$ cat config.mk
export PLATFORM = sky130hd
export DESIGN_NAME = peripheral_subsystem
export DESIGN_NICKNAME = d
export VERILOG_FILES = /design/src/hdl/mini_mcu_pkg.sv /design/src/hdl/peripheral_subsystem.sv
export SDC_FILE = /design/constraint.sdc
export NUM_CORES = 1
export LEC_CHECK = 0
export ABC_CLOCK_PERIOD_IN_PS = 3800
export BUFFER_PORTS_ARGS = -buffer_cell sky130_fd_sc_hd__buf_4
export CAP_MARGIN = 20
export CELL_PAD_IN_SITES_DETAIL_PLACEMENT = 1
export CELL_PAD_IN_SITES_GLOBAL_PLACEMENT = 1
export CORE_UTILIZATION = 45
export DETAILED_ROUTE_END_ITERATION = 8
export PLACE_DENSITY_LB_ADDON = 0.25
export SETUP_SLACK_MARGIN = 0.05
export SYNTH_ARGS = -nofsm -noshare
export SYNTH_HDL_FRONTEND = slang
export SYNTH_SLANG_ARGS = --single-unit
export TNS_END_PERCENT = 20
$ cat constraint.sdc
create_clock -name clk_i -period 3.8 [get_ports clk_i]
set_input_delay 0.76 -clock clk_i [delete_from_list [all_inputs] [get_ports clk_i]]
set_output_delay 0.76 -clock clk_i [all_outputs]
set_load 0.02 [all_outputs]
$ cat src/hdl/mini_mcu_pkg.sv
////////////////////////////////////////
// memory map of the MCU shell, all targets answer in one cycle
// peripheral windows decode only their low 12 address bits
////////////////////////////////////////

package mini_mcu_pkg;

  // bus widths
  localparam int unsigned ADDR_WIDTH = 32;
  localparam int unsigned DATA_WIDTH = 32;
  localparam int unsigned BE_WIDTH = DATA_WIDTH / 8;

  // ram window
  localparam logic [ADDR_WIDTH-1:0] RAM_START_ADDRESS = 32'h0000_0000;
  localparam logic [ADDR_WIDTH-1:0] RAM_SIZE = 32'h0000_1000;
  localparam int unsigned RAM_NUM_WORDS = RAM_SIZE / BE_WIDTH;
  localparam int unsigned RAM_IDX_WIDTH = $clog2(RAM_NUM_WORDS);

  // peripheral windows
  localparam logic [ADDR_WIDTH-1:0] AO_PERIPH_START_ADDRESS = 32'h2000_0000;
  localparam logic [ADDR_WIDTH-1:0] PERIPH_START_ADDRESS = 32'h3000_0000;
  localparam logic [ADDR_WIDTH-1:0] PERIPH_SIZE = 32'h0000_1000;
  localparam int unsigned OFFSET_WIDTH = $clog2(PERIPH_SIZE);

  // soc control registers
  localparam logic [OFFSET_WIDTH-1:0] EXIT_VALID_OFFSET = 'h0;
  localparam logic [OFFSET_WIDTH-1:0] EXIT_VALUE_OFFSET = 'h4;
  localparam logic [OFFSET_WIDTH-1:0] BOOT_SELECT_OFFSET = 'h8;

  // gpio registers
  localparam logic [OFFSET_WIDTH-1:0] GPIO_OUT_OFFSET = 'h0;
  localparam logic [OFFSET_WIDTH-1:0] GPIO_EN_OFFSET = 'h4;
  localparam logic [OFFSET_WIDTH-1:0] GPIO_IN_OFFSET = 'h8;
  localparam logic [OFFSET_WIDTH-1:0] GPIO_INTR_STATUS_OFFSET = 'hC;

  localparam int unsigned NUM_GPIO = 32;

  // source of the response in flight
  typedef enum logic [1:0] {
    SLV_RAM,
    SLV_AO,
    SLV_PERIPH,
    SLV_NONE
  } slave_idx_e;

  localparam logic [DATA_WIDTH-1:0] BUS_ERR_DATA = 32'hbad0_0bad;

endpackage

$ cat src/hdl/peripheral_subsystem.sv
////////////////////////////////////////
// gpio block, full-word access only
// pin inputs pass a two-flop synchronizer before edge detection
////////////////////////////////////////

module peripheral_subsystem (
  input  logic                                  clk_i,
  input  logic                                  arst_n_i,
  input  logic                                  req_i,
  input  logic [mini_mcu_pkg::ADDR_WIDTH-1:0]   addr_i,
  input  logic                                  we_i,
  input  logic [mini_mcu_pkg::DATA_WIDTH-1:0]   wdata_i,
  output logic                                  rvalid_o,
  output logic [mini_mcu_pkg::DATA_WIDTH-1:0]   rdata_o,
  input  logic [mini_mcu_pkg::NUM_GPIO-1:0]     gpio_in_i,
  output logic [mini_mcu_pkg::NUM_GPIO-1:0]     gpio_out_o,
  output logic [mini_mcu_pkg::NUM_GPIO-1:0]     gpio_en_o,
  output logic                                  gpio_irq_o
);

  logic [mini_mcu_pkg::OFFSET_WIDTH-1:0] offset;
  logic wr;
  logic [mini_mcu_pkg::NUM_GPIO-1:0] gpio_out_q;
  logic [mini_mcu_pkg::NUM_GPIO-1:0] gpio_en_q;
  logic [mini_mcu_pkg::NUM_GPIO-1:0] sync_q;
  logic [mini_mcu_pkg::NUM_GPIO-1:0] in_q;
  logic [mini_mcu_pkg::NUM_GPIO-1:0] in_prev_q;
  logic [mini_mcu_pkg::NUM_GPIO-1:0] intr_status_q;
  logic [mini_mcu_pkg::NUM_GPIO-1:0] intr_set;
  logic [mini_mcu_pkg::NUM_GPIO-1:0] intr_clr;
  logic rvalid_q;

  assign offset = addr_i[mini_mcu_pkg::OFFSET_WIDTH-1:0];
  assign wr = req_i && we_i;

  // rising edges of the synchronized pins
  assign intr_set = in_q & ~in_prev_q;
  assign intr_clr = (wr && (offset == mini_mcu_pkg::GPIO_INTR_STATUS_OFFSET)) ? wdata_i : '0;

  always_ff @(posedge clk_i or negedge arst_n_i) begin
    if (!arst_n_i) begin
      gpio_out_q <= '0;
      gpio_en_q <= '0;
      sync_q <= '0;
      in_q <= '0;
      in_prev_q <= '0;
      intr_status_q <= '0;
      rvalid_q <= 1'b0;
    end else begin
      rvalid_q <= req_i;
      sync_q <= gpio_in_i;
      in_q <= sync_q;
      in_prev_q <= in_q;
      // set has priority over a clear in the same cycle
      intr_status_q <= (intr_status_q & ~intr_clr) | intr_set;
      if (wr && (offset == mini_mcu_pkg::GPIO_OUT_OFFSET)) begin
        gpio_out_q <= wdata_i;
      end
      if (wr && (offset == mini_mcu_pkg::GPIO_EN_OFFSET)) begin
        gpio_en_q <= wdata_i;
      end
    end
  end

  always_ff @(posedge clk_i) begin
    if (req_i) begin
      if (we_i) begin
        rdata_o <= '0;
      end else begin
        case (offset)
          mini_mcu_pkg::GPIO_OUT_OFFSET: rdata_o <= gpio_out_q;
          mini_mcu_pkg::GPIO_EN_OFFSET: rdata_o <= gpio_en_q;
          mini_mcu_pkg::GPIO_IN_OFFSET: rdata_o <= in_q;
          mini_mcu_pkg::GPIO_INTR_STATUS_OFFSET: rdata_o <= intr_status_q;
          default: rdata_o <= '0;
        endcase
      end
    end
  end

  assign rvalid_o = rvalid_q;
  assign gpio_out_o = gpio_out_q;
  assign gpio_en_o = gpio_en_q;
  assign gpio_irq_o = |intr_status_q;

endmodule

==> impl_metrics.ini <==
[outcome]
outcome = finished clean

[drt]
pre_antenna_drt_iters = 4
vias = 5429
route.detailed.wl_per_inst_um = 22.18
drt-vias-per-instance = 5.413
drt-initial-drc-count = 226
antenna_violating_nets_post_route = 0
wl_um = 22250
route.detailed.drc = 0

[critical_path]
critPathMaxFanout = 4
critPathLaunchType = register
worst_r2r_path_depth = 3
crit_path_end_kind = output pin
crit_chain = nor4_1 > nand4_1 > or2_2 > buf_4
kind_of_critical_path = reg -> out
crit_path_max_incr_delay_ns = 0.61
worst_path_max_delay_cell = nor4_1
worstPathBufferInverterCount = 1
worst_path_dominant_cell_family = simple AND/OR/NAND/NOR gates
cp_num_cells = 4
cp.arrival_ns = 2.41
cp_data_required_time_ns = 3.04

[flow_run]
max_cap_viol_count = 0

[grt]
grt_pass1_wl_um = 35040
grt_remaining_overflow = 0
track_usage_pct = 23.26
grt_antenna_before_repair = 0
first_global_vias = 6116
grt_max_degree = 86

[clock_network]
ctsResizeCount = 0
cts_hold_buffers = 0
cts_inserted_buffers = 24
tritoncts = yes
cts.path.max_buffers = 3
worst_setup_hold_path_clk_slew_ns = 0.06
clkSinkCount = 225
cts.htree.levels = 1
post-cts-setup-buffer-count = 0
clock-root-buffer = clkbuf_16
clk-insertion-delay-late_ns = 0.50

[floorplanning]
ios = 198
die_height_um = 140.5
coreArea_um2 = 18770
die_width_um = 140.5
fp.dieArea_um2 = 19730
rows = 50
initial_utilization_pct = 45.97

[logic_synthesis]
synth_warnings = 0
syn_avg_cell_area_um2 = 15.27
synth_top_flop_cell = dfrtp_1
ys_top_cells_by_count = dfrtp_1, mux2i_1, mux2_2
postSynthNetCount = 665
netlist_instances = 565
yosysTopAreaCell = dfrtp_1
syn_area_um2 = 8628
synth_seq_cells = 225
yosys.area.top_type_share_pct = 55.97
ys_types = 25
synth_most_common_cell = dfrtp_1
synth_seq_area_share_pct = 67.11
postSynth.asyncResetShare_pct = 85.78
ys_top_cells_by_area = dfrtp_1, edfxtp_1, mux2i_1, mux2_4, mux2_2
number_of_enable_flip_flop_cells_after_synthesis = 32

[sta]
post-route-worst-setup-slack_ns = 0.6344
worst_slew_pin_slew_ns = 0.7518
timing_hold_violations_final = 0
final_skew_ns = 0.009592
timing.hold.ws_ns = 0.3039
max_slew_margin_pct = 49.88
rsz0062_at_grt = false
max_clock_freq_ghz = 0.3159
post-route-period-util_pct = 83.30
min_tclk_post_route_ns = 3.166
setup_viol_count_final = 0
drv_slew = 0
fin_setup_tns_ns = 0

[cells_and_area]
syn_to_final_growth_pct = 27.68
utilization_pct = 58.70
post_layout_nonfiller_instances = 1003
drive_gt1_share_pct = 38.75
final_nets = 851
layout.cell_area.non_filler_um2 = 11020
num_antenna_cells = 0

[placement]
place_congestion = 0.7605
place.detailed.instances = 959
numPortBuffers = 177
dp_slack_ns = 0.6312
placed_area_um2 = 10210
detailedPlacementHpwl_um = 14450

[pwr]
power.leakage_nw = 5.199
post_route_total_power_mw = 5.119
power.density_cell_area_nw_per_um2 = 464.6
ir_drop_mv = 0.2613

[worst_hold_path]
min-delay-path-class = in -> async
[layout make-up]
type / count / area [um2]
clock inverter: 5 / 22.52
sequential: 225 / 5791
clock buffer: 39 / 779.5
tap: 234 / 292.8
multi-input combinational: 278 / 2566
fill: 1842 / 7751
inverter: 32 / 120.1
timing repair buffer: 190 / 1445
[path summary, 6_finish.rpt]
| kind | from | end | slack [ns] |
|---|---|---|---|
| worst min register to register | sync_q[10] | in_q[10] | 0.34 |
| min in group clk_i | sync_q[10] | in_q[10] | 0.34 |
| max in group asynchronous | arst_n_i | in_prev_q[20] | 2.64 |
| worst max register to register | intr_status_q[14] | rdata_o[14] | 2.67 |
| worst min-delay path | arst_n_i | gpio_en_o[20] | 0.30 |
| worst max-delay path | intr_status_q[17] | gpio_irq_o | 0.63 |
[layout by cell type (no fill, tap or decap), drive strengths merged]
cell type  netlist  routed
nand3            1       1
or3              3       3
buf             17     189
nand4            2       2
edfxtp          32      32
or4              4       4
inv             32      32
nor2b           32      32
a221o           32      32
nor2            32      32
clkinv           0       5
dfrtp          193     193
nor4             9       9
nand3b           1       1
or3b             1       1
mux2            64      64
o22a            32      32
mux2i           64      64
or2              1       1
clkbuf          13      40
[routing by layer]
layer	vias up	wire [um]	GRT usage (%)
met2	152	11500	41.21
li1	2403	-	-
met3	30	1073	3.658
met1	2844	9255	29.66
met5	-	0	0
met4	0	416	6.407
[cell families after synthesis]
kind of cell           after synthesis  share of synthesized area, %
buffers and inverters               62                         3.292
and+or+nand+nor                     86                         5.554
AOI/OAI and AO/OA                   64                         6.961
DFF                                225                         67.11
muxes                              128                         17.08
[power breakdown]
| group | internal (mW) | switching [mW] |
|---|---|---|
| sequential | 2.51 | 0.0308 |
| clock | 1.40 | 0.914 |
| combinational | 0.116 | 0.155 |
| total | 4.02 | 1.10 |
[sequential cells by signal, indices dropped and copies added (netlist names)]
name           flops
in_prev_q         32
rdata_o           32
in_q              32
gpio_out_o        32
gpio_en_o         32
sync_q            32
rvalid_o           1
intr_status_q     32
Note: power is estimated with default switching activity, not from simulation.
