==> config.mk <==
export PLATFORM = sky130hd
export DESIGN_NAME = ao_peripheral_subsystem
export DESIGN_NICKNAME = d
export VERILOG_FILES = /design/src/hdl/mini_mcu_pkg.sv /design/src/hdl/ao_peripheral_subsystem.sv
export SDC_FILE = /design/constraint.sdc
export NUM_CORES = 1
export LEC_CHECK = 0
export ABC_CLOCK_PERIOD_IN_PS = 1100
export BUFFER_PORTS_ARGS = -buffer_cell sky130_fd_sc_hd__buf_2
export CORE_UTILIZATION = 41
export DETAILED_ROUTE_END_ITERATION = 10
export PLACE_DENSITY = 0.76
export SETUP_SLACK_MARGIN = 0.3
export SYNTH_ARGS = -nofsm -noshare
export SYNTH_HDL_FRONTEND = slang
export SYNTH_SLANG_ARGS = --single-unit
==> constraint.sdc <==
create_clock -name clk_i -period 1.1 [get_ports clk_i]
set_clock_uncertainty 0.05 [all_clocks]
set_input_delay 0.055 -clock clk_i [delete_from_list [all_inputs] [get_ports clk_i]]
set_output_delay 0.055 -clock clk_i [all_outputs]
set_load 0.02 [all_outputs]
==> src/hdl/mini_mcu_pkg.sv <==
////////////////////////////////////////
// memory map of the MCU shell, all targets answer in one cycle
// peripheral windows decode only their low 12 address bits
////////////////////////////////////////

package mini_mcu_pkg;

  // bus widths
  localparam int unsigned ADDR_WIDTH = 32;
  localparam int unsigned DATA_WIDTH = 32;
  localparam int unsigned BE_WIDTH = DATA_WIDTH / 8;

  // ram window
  localparam logic [ADDR_WIDTH-1:0] RAM_START_ADDRESS = 32'h0000_0000;
  localparam logic [ADDR_WIDTH-1:0] RAM_SIZE = 32'h0000_1000;
  localparam int unsigned RAM_NUM_WORDS = RAM_SIZE / BE_WIDTH;
  localparam int unsigned RAM_IDX_WIDTH = $clog2(RAM_NUM_WORDS);

  // peripheral windows
  localparam logic [ADDR_WIDTH-1:0] AO_PERIPH_START_ADDRESS = 32'h2000_0000;
  localparam logic [ADDR_WIDTH-1:0] PERIPH_START_ADDRESS = 32'h3000_0000;
  localparam logic [ADDR_WIDTH-1:0] PERIPH_SIZE = 32'h0000_1000;
  localparam int unsigned OFFSET_WIDTH = $clog2(PERIPH_SIZE);

  // soc control registers
  localparam logic [OFFSET_WIDTH-1:0] EXIT_VALID_OFFSET = 'h0;
  localparam logic [OFFSET_WIDTH-1:0] EXIT_VALUE_OFFSET = 'h4;
  localparam logic [OFFSET_WIDTH-1:0] BOOT_SELECT_OFFSET = 'h8;

  // gpio registers
  localparam logic [OFFSET_WIDTH-1:0] GPIO_OUT_OFFSET = 'h0;
  localparam logic [OFFSET_WIDTH-1:0] GPIO_EN_OFFSET = 'h4;
  localparam logic [OFFSET_WIDTH-1:0] GPIO_IN_OFFSET = 'h8;
  localparam logic [OFFSET_WIDTH-1:0] GPIO_INTR_STATUS_OFFSET = 'hC;

  localparam int unsigned NUM_GPIO = 32;

  // source of the response in flight
  typedef enum logic [1:0] {
    SLV_RAM,
    SLV_AO,
    SLV_PERIPH,
    SLV_NONE
  } slave_idx_e;

  localparam logic [DATA_WIDTH-1:0] BUS_ERR_DATA = 32'hbad0_0bad;

endpackage

==> src/hdl/ao_peripheral_subsystem.sv <==
////////////////////////////////////////
// soc control, exit valid is sticky until reset
// boot select is sampled once, right after reset release
////////////////////////////////////////

module ao_peripheral_subsystem (
  input  logic                                  clk_i,
  input  logic                                  arst_n_i,
  input  logic                                  req_i,
  input  logic [mini_mcu_pkg::ADDR_WIDTH-1:0]   addr_i,
  input  logic                                  we_i,
  input  logic [mini_mcu_pkg::DATA_WIDTH-1:0]   wdata_i,
  output logic                                  rvalid_o,
  output logic [mini_mcu_pkg::DATA_WIDTH-1:0]   rdata_o,
  input  logic                                  boot_select_i,
  output logic [mini_mcu_pkg::DATA_WIDTH-1:0]   exit_value_o,
  output logic                                  exit_valid_o
);

  logic [mini_mcu_pkg::OFFSET_WIDTH-1:0] offset;
  logic wr;
  logic [mini_mcu_pkg::DATA_WIDTH-1:0] exit_value_q;
  logic exit_valid_q;
  logic boot_select_q;
  logic boot_sampled_q;
  logic rvalid_q;

  assign offset = addr_i[mini_mcu_pkg::OFFSET_WIDTH-1:0];
  assign wr = req_i && we_i;

  always_ff @(posedge clk_i or negedge arst_n_i) begin
    if (!arst_n_i) begin
      exit_value_q <= '0;
      exit_valid_q <= 1'b0;
      boot_select_q <= 1'b0;
      boot_sampled_q <= 1'b0;
      rvalid_q <= 1'b0;
    end else begin
      rvalid_q <= req_i;
      if (!boot_sampled_q) begin
        boot_select_q <= boot_select_i;
        boot_sampled_q <= 1'b1;
      end
      if (wr && (offset == mini_mcu_pkg::EXIT_VALUE_OFFSET)) begin
        exit_value_q <= wdata_i;
      end
      // only a set is possible, a zero write is ignored
      if (wr && (offset == mini_mcu_pkg::EXIT_VALID_OFFSET) && wdata_i[0]) begin
        exit_valid_q <= 1'b1;
      end
    end
  end

  always_ff @(posedge clk_i) begin
    if (req_i) begin
      rdata_o <= '0;
      if (!we_i) begin
        case (offset)
          mini_mcu_pkg::EXIT_VALID_OFFSET: rdata_o[0] <= exit_valid_q;
          mini_mcu_pkg::EXIT_VALUE_OFFSET: rdata_o <= exit_value_q;
          mini_mcu_pkg::BOOT_SELECT_OFFSET: rdata_o[0] <= boot_select_q;
          default: rdata_o <= '0;
        endcase
      end
    end
  end

  assign rvalid_o = rvalid_q;
  assign exit_value_o = exit_value_q;
  assign exit_valid_o = exit_valid_q;

  exit_sticky_a : assert property (@(posedge clk_i) disable iff (!arst_n_i)
    !$fell(exit_valid_o));

endmodule

==> results.md <==
* Setup WS post-layout at 0.007586 ns
* Pre-CTS setup slack at -0.3483 ns
* Level count of the clock H-tree at 3
* Unrepaired setup endpoints after global routing: yes
* Cells traversed along the worst timing path: mux2i_1 -> o22ai_1 -> and4_1
* CTS tree: built
* GR Overflow Total at 0
* Count of routing violations after the opening detailed-route iteration at 59
* Ranking of synthesized cells by area: sky130_fd_sc_hd__edfxtp_1 (35%), sky130_fd_sc_hd__dfrtp_1 (33%), sky130_fd_sc_hd__mux2_4 (17%), sky130_fd_sc_hd__and2_1 (7.1%), sky130_fd_sc_hd__nor4_4 (1.6%)
* Dpl cells at 349
* Cell at the slowest stage of the critical path: sky130_fd_sc_hd__dfrtp_2
* Cell Int Power at 4.086 mW
* Vertical die dimension at 83.49 um
* Final setup TNS at 0 ns
* Share of total power in the clock network at 0.386
* Worst-skew pair later-pin latency at 0.33 ns
* Worst min-delay path category: input port to flop
* Number of vias in the routed layout at 2031
* Fraction of power spent switching nets at 0.2211
* Switching power at 1.160 mW
* Max Buffers Root-to-Sink at 2
* Antenna violations before repair at 0
* Setup slack on the worst flop-to-flop path at 0.008 ns
* Post-synthesis area per instance at 17.91 um2
* Non-filler instance count after layout at 431
* Relative contribution of sequential cells to total power at 0.522
* Terminating pin of the worst hold path: exit_valid_o
* Result of the run: completed
* Number of max-cap violations at 0
* Area share of the largest cell type after synthesis at 0.3529
* Fraction of power consumed by combinational cells at 0.092
* Peak fanout along the critical path at 2
* Pin count of the biggest net entering global routing at 34
* Start of the worst register-to-register path: exit_valid_o
* Total wire length at 7.180 mm
* Cell chosen for the clock root: sky130_fd_sc_hd__clkbuf_8
* Clock-pin slew on the worst setup and hold paths at 0.07 ns
* Share of final-layout standard cells stronger than drive strength 1 at 0.6893
* Initial standard-cell utilization of the core at 0.4263
* Min cycle time layout at 1.092 ns
* Vias in the first global route at 2147
* Hold path start: addr_i[8]
* Static power due to leakage at 2.434 nW
* Register bit count reported by yosys at 68
* Gate Count Post-Synth at 152
* Final cycle utilization of the critical path at 0.9931
* Library cell with the largest summed area after synthesis: sky130_fd_sc_hd__edfxtp_1
* Critical path data arrival time at 1.13 ns
* Clock net sink count at 68
* Number of rows in the core area at 29
* First drt pass iteration count at 4
* Synth-to-layout area growth at 77.62%
* Remaining antenna violation count after routing at 0
* Number of flops mapped to enable cells by yosys at 32
* Net count of the finished layout at 418
* Yosys cell types at 19
* Detailed Place HPWL at 3.865 mm
* Hold Violations, Final at 0
* Minimum hold slack at 0.1234 ns
* Yosys warnings at 0
* Port Buffer Count at 114
* Most used flip-flop cell after synthesis: sky130_fd_sc_hd__dfrtp_1
* Placer Congestion at 0.7072
* DRC violations left at 0
* Width of the die at 83.49 um
* Per-cell via count in the routed design at 4.712
* Number of failing setup endpoints in the final timing report at 0
* Core footprint at 6386 um2
* Biggest cell delay along the critical path at 0.40 ns
* Fraction of the yosys area taken by sequential cells at 0.6838
* Critical setup path kind: flop to flop
* Total nets after synthesis at 221
* Hold Crit Depth at 4
* Worst-case reg-to-reg path depth at 3
* Gr usage total at 0.2121
* Buf/Inv on CP at 0
* DIE AREA at 6971 um2
* Cell area after synthesis at 2723 um2
* Crit Reg-Reg Endpoint: rdata_o[0]
* Proportion of register bits with asynchronous set or reset after synthesis at 0.5294
* Number of top-level pins at 135
* Pwr Density at 1085 nW/um2
* Crit-path leading delay family: flip-flops
* First-pass GRT wire length at 11.05 mm
* Max-slew violation count at 0
* Critical Path Start Type: flop
* Maximum vdd drop at 0.9093 mV
* Required time of the critical path at 1.13 ns
* Cts bufs inserted at 9
* Kind of capture point of the worst setup path: flop
* Antenna Cells at 0
* Routed length per instance at 16.66 um
* Total power of the final layout at 5.246 mW
* Maximum operating frequency at 915.4 MHz
[power by group through the flow]
stage	registers [mW]	logic (mW)	clock network, mW
2_1_floorplan	2.84	0.0255	0
4_1_cts	2.74	0.473	2.05
3_5_place_dp	2.78	0.311	0
5_1_grt	2.74	0.512	2.20
3_3_place_gp	2.77	0.305	0
6_report	2.74	0.483	2.03
[stage by stage]
stage | utilization | instance area, um2
floorplan | - | 2728
global placement | 0.5453 | 3482
detailed placement | 0.5453 | 3482
CTS | 0.7457 | 4762
global route | 0.7572 | 4836
finish | 0.7572 | 4836
[kinds of logic after synthesis]
logic type	Yosys count	synth area share
buf+inv	6	0.01654
mux	34	0.1815
simple gates	41	0.1108
flops	68	0.6838
other cells	1	0.001377
compound gates	2	0.005976
[worst reg2reg max path: cells and delay by family (launching register included)]
family / cells / cell delay [ns]
simple gates: 1 / 0.17
compound gates: 1 / 0.10
mux: 1 / 0.13
flops: 1 / 0.40
[cell type report]
type | instances | area [um2]
Sequential cell | 68 | 1863
Timing Repair Buffer | 192 | 1762
Fill cell | 369 | 1550
Multi-Input combinational cell | 78 | 920.9
Clock buffer | 11 | 141.4
Tap cell | 77 | 96.34
Clock inverter | 5 | 52.55
[sequential cells by signal, indices dropped and copies added, names as in the netlist]
name	count
rvalid_o	1
boot_sampled_q	1
rdata_o	32
exit_valid_o	1
boot_select_q	1
exit_value_o	32
[per-layer routing]
layer | vias to the layer above | track usage | share of wire
met5 | - | 0 | 0
met4 | 0 | 0.07396 | 0.010
met3 | 10 | 0.05045 | 0.051
met2 | 85 | 0.3845 | 0.55
met1 | 1002 | 0.2450 | 0.39
li1 | 934 | - | -
[cells in the mapped netlist (2+ instances only)]
library cell / n
sky130_fd_sc_hd__clkbuf_1: 3
sky130_fd_sc_hd__dfrtp_1: 36
sky130_fd_sc_hd__buf_6: 3
sky130_fd_sc_hd__nor4_4: 2
sky130_fd_sc_hd__mux2_2: 3
sky130_fd_sc_hd__and2_1: 31
sky130_fd_sc_hd__and4_1: 2
sky130_fd_sc_hd__edfxtp_1: 32
sky130_fd_sc_hd__mux2_4: 30
[placed cells by master (no fill, tap or decap), drive strengths merged]
master | netlist | layout
a41o | 1 | 1
buf | 3 | 158
and4 | 2 | 2
nor2b | 1 | 1
clkbuf | 3 | 11
nand4 | 1 | 1
nor3b | 1 | 1
mux2 | 33 | 33
nor3 | 1 | 1
nand2 | 1 | 1
and2 | 31 | 31
nor4 | 2 | 2
dlygate4sd3 | 0 | 34
clkinv | 0 | 3
mux2i | 1 | 1
edfxtp | 32 | 32
clkinvlp | 0 | 1
conb | 1 | 1
bufinv | 0 | 1
dfrtp | 36 | 36
and4bb | 1 | 1
o22ai | 1 | 1
[worst max-delay path by stage]
stage / startpoint / to / slack (ns) / cells after the start
6_report: exit_valid_o / rdata_o[0] / 0.008 / 3
3_5_place_dp: addr_i[1] / rdata_o[20] / -0.35 / 6
2_1_floorplan: addr_i[1] / exit_value_o[0] / -0.15 / 4
3_3_place_gp: addr_i[1] / rdata_o[9] / -0.32 / 6
4_1_cts: exit_valid_o / rdata_o[0] / -0.02 / 3
5_1_grt: exit_valid_o / exit_valid_o / -0.03 / 2
[repair_timing]
action                                  4_1_cts  5_1_grt
gates cloned                                  2        0
pin swaps                                    26       30
hold endpoints to repair                     70        0
setup buffers                                25        5
endpoints found under the setup margin      132      132
hold buffers                                 34        0
gates resized for setup                     171       10
No activity file was read; power rests on OpenSTA's default activity.
