File: config.mk
export PLATFORM = sky130hd
export DESIGN_NAME = system_bus
export DESIGN_NICKNAME = d
export VERILOG_FILES = /design/src/hdl/mini_mcu_pkg.sv /design/src/hdl/system_bus.sv
export SDC_FILE = /design/constraint.sdc
export NUM_CORES = 1
export LEC_CHECK = 0
export ABC_AREA = 1
export BUFFER_PORTS_ARGS = -buffer_cell sky130_fd_sc_hd__buf_2
export CAP_MARGIN = 0
export CORE_AREA = 2 2 160 162
export CTS_CLUSTER_DIAMETER = 60
export DETAILED_ROUTE_END_ITERATION = 8
export DIE_AREA = 0 0 162 164
export PLACE_DENSITY_LB_ADDON = 0.15
export SYNTH_ARGS = -nofsm -noshare
export SYNTH_HDL_FRONTEND = slang
export SYNTH_SLANG_ARGS = --single-unit
File: constraint.sdc
create_clock -name clk_i -period 1.8 [get_ports clk_i]
set_clock_uncertainty 0.05 [all_clocks]
set_input_delay 0.09 -clock clk_i [delete_from_list [all_inputs] [get_ports clk_i]]
set_output_delay 0.09 -clock clk_i [all_outputs]
set_load 0.01 [all_outputs]
File: src/hdl/mini_mcu_pkg.sv
////////////////////////////////////////
// memory map of the MCU shell, all targets answer in one cycle
// peripheral windows decode only their low 12 address bits
////////////////////////////////////////

package mini_mcu_pkg;

  // bus widths
  localparam int unsigned ADDR_WIDTH = 32;
  localparam int unsigned DATA_WIDTH = 32;
  localparam int unsigned BE_WIDTH = DATA_WIDTH / 8;

  // ram window
  localparam logic [ADDR_WIDTH-1:0] RAM_START_ADDRESS = 32'h0000_0000;
  localparam logic [ADDR_WIDTH-1:0] RAM_SIZE = 32'h0000_1000;
  localparam int unsigned RAM_NUM_WORDS = RAM_SIZE / BE_WIDTH;
  localparam int unsigned RAM_IDX_WIDTH = $clog2(RAM_NUM_WORDS);

  // peripheral windows
  localparam logic [ADDR_WIDTH-1:0] AO_PERIPH_START_ADDRESS = 32'h2000_0000;
  localparam logic [ADDR_WIDTH-1:0] PERIPH_START_ADDRESS = 32'h3000_0000;
  localparam logic [ADDR_WIDTH-1:0] PERIPH_SIZE = 32'h0000_1000;
  localparam int unsigned OFFSET_WIDTH = $clog2(PERIPH_SIZE);

  // soc control registers
  localparam logic [OFFSET_WIDTH-1:0] EXIT_VALID_OFFSET = 'h0;
  localparam logic [OFFSET_WIDTH-1:0] EXIT_VALUE_OFFSET = 'h4;
  localparam logic [OFFSET_WIDTH-1:0] BOOT_SELECT_OFFSET = 'h8;

  // gpio registers
  localparam logic [OFFSET_WIDTH-1:0] GPIO_OUT_OFFSET = 'h0;
  localparam logic [OFFSET_WIDTH-1:0] GPIO_EN_OFFSET = 'h4;
  localparam logic [OFFSET_WIDTH-1:0] GPIO_IN_OFFSET = 'h8;
  localparam logic [OFFSET_WIDTH-1:0] GPIO_INTR_STATUS_OFFSET = 'hC;

  localparam int unsigned NUM_GPIO = 32;

  // source of the response in flight
  typedef enum logic [1:0] {
    SLV_RAM,
    SLV_AO,
    SLV_PERIPH,
    SLV_NONE
  } slave_idx_e;

  localparam logic [DATA_WIDTH-1:0] BUS_ERR_DATA = 32'hbad0_0bad;

endpackage

File: src/hdl/system_bus.sv
////////////////////////////////////////
// single master hub, no grant and no back-pressure
// targets must answer exactly one cycle after the request
////////////////////////////////////////

module system_bus (
  input  logic                                  clk_i,
  input  logic                                  arst_n_i,
  // master side
  input  logic                                  req_i,
  input  logic [mini_mcu_pkg::ADDR_WIDTH-1:0]   addr_i,
  input  logic                                  we_i,
  input  logic [mini_mcu_pkg::BE_WIDTH-1:0]     be_i,
  input  logic [mini_mcu_pkg::DATA_WIDTH-1:0]   wdata_i,
  output logic                                  rvalid_o,
  output logic [mini_mcu_pkg::DATA_WIDTH-1:0]   rdata_o,
  // ram
  output logic                                  ram_req_o,
  output logic [mini_mcu_pkg::ADDR_WIDTH-1:0]   ram_addr_o,
  output logic                                  ram_we_o,
  output logic [mini_mcu_pkg::BE_WIDTH-1:0]     ram_be_o,
  output logic [mini_mcu_pkg::DATA_WIDTH-1:0]   ram_wdata_o,
  input  logic                                  ram_rvalid_i,
  input  logic [mini_mcu_pkg::DATA_WIDTH-1:0]   ram_rdata_i,
  // always-on peripherals
  output logic                                  ao_req_o,
  output logic [mini_mcu_pkg::ADDR_WIDTH-1:0]   ao_addr_o,
  output logic                                  ao_we_o,
  output logic [mini_mcu_pkg::BE_WIDTH-1:0]     ao_be_o,
  output logic [mini_mcu_pkg::DATA_WIDTH-1:0]   ao_wdata_o,
  input  logic                                  ao_rvalid_i,
  input  logic [mini_mcu_pkg::DATA_WIDTH-1:0]   ao_rdata_i,
  // peripherals
  output logic                                  periph_req_o,
  output logic [mini_mcu_pkg::ADDR_WIDTH-1:0]   periph_addr_o,
  output logic                                  periph_we_o,
  output logic [mini_mcu_pkg::BE_WIDTH-1:0]     periph_be_o,
  output logic [mini_mcu_pkg::DATA_WIDTH-1:0]   periph_wdata_o,
  input  logic                                  periph_rvalid_i,
  input  logic [mini_mcu_pkg::DATA_WIDTH-1:0]   periph_rdata_i
);

  mini_mcu_pkg::slave_idx_e sel;
  mini_mcu_pkg::slave_idx_e sel_q;
  logic err_q;
  logic err_rd_q;

  // window match by offset from base, so a zero base needs no special case
  always_comb begin
    if ((addr_i - mini_mcu_pkg::RAM_START_ADDRESS) < mini_mcu_pkg::RAM_SIZE) begin
      sel = mini_mcu_pkg::SLV_RAM;
    end else if ((addr_i - mini_mcu_pkg::AO_PERIPH_START_ADDRESS) <
                 mini_mcu_pkg::PERIPH_SIZE) begin
      sel = mini_mcu_pkg::SLV_AO;
    end else if ((addr_i - mini_mcu_pkg::PERIPH_START_ADDRESS) <
                 mini_mcu_pkg::PERIPH_SIZE) begin
      sel = mini_mcu_pkg::SLV_PERIPH;
    end else begin
      sel = mini_mcu_pkg::SLV_NONE;
    end
  end

  assign ram_req_o = req_i && (sel == mini_mcu_pkg::SLV_RAM);
  assign ao_req_o = req_i && (sel == mini_mcu_pkg::SLV_AO);
  assign periph_req_o = req_i && (sel == mini_mcu_pkg::SLV_PERIPH);

  assign ram_addr_o = addr_i;
  assign ram_we_o = we_i;
  assign ram_be_o = be_i;
  assign ram_wdata_o = wdata_i;
  assign ao_addr_o = addr_i;
  assign ao_we_o = we_i;
  assign ao_be_o = be_i;
  assign ao_wdata_o = wdata_i;
  assign periph_addr_o = addr_i;
  assign periph_we_o = we_i;
  assign periph_be_o = be_i;
  assign periph_wdata_o = wdata_i;

  always_ff @(posedge clk_i or negedge arst_n_i) begin
    if (!arst_n_i) begin
      sel_q <= mini_mcu_pkg::SLV_NONE;
      err_q <= 1'b0;
      err_rd_q <= 1'b0;
    end else begin
      sel_q <= req_i ? sel : mini_mcu_pkg::SLV_NONE;
      err_q <= req_i && (sel == mini_mcu_pkg::SLV_NONE);
      err_rd_q <= !we_i;
    end
  end

  always_comb begin
    case (sel_q)
      mini_mcu_pkg::SLV_RAM: begin
        rvalid_o = ram_rvalid_i;
        rdata_o = ram_rdata_i;
      end
      mini_mcu_pkg::SLV_AO: begin
        rvalid_o = ao_rvalid_i;
        rdata_o = ao_rdata_i;
      end
      mini_mcu_pkg::SLV_PERIPH: begin
        rvalid_o = periph_rvalid_i;
        rdata_o = periph_rdata_i;
      end
      default: begin
        rvalid_o = err_q;
        rdata_o = err_rd_q ? mini_mcu_pkg::BUS_ERR_DATA : '0;
      end
    endcase
  end

  // a target may only answer the request it took on the previous edge
  ram_resp_a : assert property (@(posedge clk_i) disable iff (!arst_n_i)
    ram_rvalid_i |-> $past(ram_req_o));
  ao_resp_a : assert property (@(posedge clk_i) disable iff (!arst_n_i)
    ao_rvalid_i |-> $past(ao_req_o));
  periph_resp_a : assert property (@(posedge clk_i) disable iff (!arst_n_i)
    periph_rvalid_i |-> $past(periph_req_o));
  master_resp_a : assert property (@(posedge clk_i) disable iff (!arst_n_i)
    rvalid_o |-> $past(req_i));

endmodule

==> flow_metrics.env <==
export IMPL_core_area_mm2=0.0248
export IMPL_place_congestion=0.779
export IMPL_drt_iter0_drc=52
export IMPL_synthCells=410
export IMPL_ios=414
export IMPL_cts_path_max_buffers=2
export IMPL_num_rows=58
export IMPL_antenna_found_initial=0
export IMPL_hpwl_mm=7.97
export IMPL_h_tree_depth=1
export IMPL_slew_viol_final=0
export IMPL_die_height_um=164
export IMPL_wl_per_cell_um=12.9
export IMPL_synth_nets=583
export IMPL_powerDensity_mw_per_mm2=287
export IMPL_fin_area_mm2=0.00277
export IMPL_flow_area_growth_from_synthesis_pct=9.23
export IMPL_min_period_ns=1.73
export IMPL_drv_cap=0
export IMPL_vias_per_cell=3.00
export IMPL_die_x_um=162
export IMPL_power_switching_mw=0.234
export IMPL_wl_mm=9.87
export IMPL_cts_made_buffers=3
export IMPL_antenna_left=0
export IMPL_seqPwrFrac=0.118
export IMPL_whs_ns=0.0158
export IMPL_pre_cts_ws_ns=0.126
export IMPL_worst_pin_slew_ns=0.390
export IMPL_status="completed"
export IMPL_antenna_cells=0
export IMPL_end_kind="output port"
export IMPL_cts_sinks=4
export IMPL_arrival_ns=1.59
export IMPL_avgSynthCellArea_um2=6.19
export IMPL_fp_dieArea_mm2=0.0266
export IMPL_min_period_over_period=0.961
export IMPL_power_leakage_nw=1.46
export IMPL_root_buffer="clkbuf_16"
export IMPL_cts_tree="yes"
export IMPL_p_sw_frac=0.295
export IMPL_comb_power_share=0.437
export IMPL_post_route_drc_count=0
export IMPL_clkTransAtPathRegs_ns=0.03
export IMPL_power_frac_clock=0.445
export IMPL_grt_pass1_wl_mm=13.0
export IMPL_seq_area_frac_synth=0.0405
export IMPL_first_pass_iters=4
export IMPL_hold_viol=0
export IMPL_ys_ff_latch=4
export IMPL_power_mw=0.796
export IMPL_intPower_mw=0.561
export IMPL_startpoint_type="flop"
export IMPL_worst_ep_required_time_ns=1.66
export IMPL_ys_types=18
export IMPL_maxSlewHeadroom=0.739
export IMPL_crit_fanout=14
export IMPL_start_util=0.102
export IMPL_syn_area_mm2=0.00254
export IMPL_max_vdd_ir_drop_uv=221
export IMPL_ys_warn_count=0
export IMPL_num_nets_final=608
export IMPL_n_fill_cell=2970
export IMPL_final_setup_worst_slack_ns=0.0711
export IMPL_grt_max_degree=22
export IMPL_grt_use_total=0.0649
export IMPL_drive_above_1_share=0.574
export IMPL_fmax_mhz=578
export IMPL_grt_pass1_vias=2233
export IMPL_critPathKind="reg2out"
export IMPL_holdCritPathClass="in2reg"
export IMPL_gr_total_overflow=0
export IMPL_port_buffers=221
export IMPL_dpl_cell_area_mm2=0.00254
export IMPL_setup_violations=0
export IMPL_mostFrequentLayoutCells="buf_2 (221), nand2_1 (118), nand4_1 (18), nand3_1 (17), nor2_1 (15)"
export IMPL_via_count=2293
export IMPL_layout_commonest_cell="buf_2"
logic make-up (layout without fill, tap and decap cells):
kind of cell	after synthesis	in the layout	synth area share
buffers and inverters	228	252	0.654
and+or+nand+nor	174	174	0.290
DFF	4	4	0.0405
adders and majority gates	2	2	0.00987
AOI/OAI and AO/OA	1	1	0.00197
xor gates and xnor gates	1	1	0.00345
cell type report:
type	count	area (um2)	share of cell area
Clock buffer	4	78.8	0.0285
Inverter	11	43.8	0.0158
Timing Repair Buffer	237	1350	0.487
Tap cell	330	413	0.149
Sequential cell	4	103	0.0370
Multi-Input combinational cell	178	782	0.282
flip-flops by register name, summed over array words and instances, names as in the netlist:
name      flops
err_q         1
err_rd_q      1
sel_q         2
power groups by stage:
stage	combinational [mW]	clock (mW)	sequential, mW
6_report	0.347	0.354	0.0938
5_1_grt	0.383	0.371	0.0940
4_1_cts	0.358	0.361	0.0938
3_5_place_dp	0.353	0	0.0947
3_3_place_gp	0.357	0	0.0948
2_1_floorplan	0.524	0	0.0945
path summary, 6_finish.rpt:
path                           from          to  slack, ns  cells past startpoint
setup / recovery           sel_q[0]  rdata_o[3]       0.07                      7
hold / removal                 we_i    err_rd_q       0.02                      2
max in group asynchronous  arst_n_i    sel_q[1]       1.32                      2
min in group asynchronous  arst_n_i    err_rd_q       0.18                      2
worst max-delay path: stages (launching register included):
cell and delay, ns:
dfstp_2 0.54, buf_4 0.14, nand2_1 0.06, inv_2 0.06
nand2_2 0.09, buf_12 0.17, nand4_1 0.14, buf_2 0.16
layer usage:
layer / global-route usage / share of wire / vias to the layer above
li1: - / - / 1113
met1: 0.0691 / 0.39 / 950
met2: 0.121 / 0.48 / 219
met3: 0.0303 / 0.13 / 11
met4: 0.00724 / 0.0054 / 0
met5: 0 / 0 / -
synthesized netlist by cell type, drive strengths merged:
library cell	n	area share
buf	217	0.64
nand2	120	0.18
nand4	18	0.044
nor2	18	0.032
nand3	17	0.034
inv	11	0.016
dfrtp	2	0.020
dfstp	2	0.021
ha	2	0.0099
a21oi	1	0.0020
nor3	1	0.0020
xor2	1	0.0035
timing repair:
| action | 4_1_cts | 5_1_grt |
|---|---|---|
| resized for setup | 1 | 4 |
| hold buffers | 1 | 0 |
| endpoints found under the setup margin | 23 | 24 |
| hold endpoints to repair | 4 | 0 |
| setup buffers | 5 | 1 |
| pin swaps | 1 | 0 |
| cloned | 1 | 2 |
stage by stage:
step / utilization / TNS (ns) / cells
global route: 0.112 / -0.0175 / 764
CTS: 0.109 / 0 / 762
detailed placement: 0.102 / 0 / 751
finish: 0.112 / 0 / 764
floorplan: - / 0 / 410
global placement: 0.102 / 0 / 751
No activity file was read; power rests on OpenSTA's default activity.
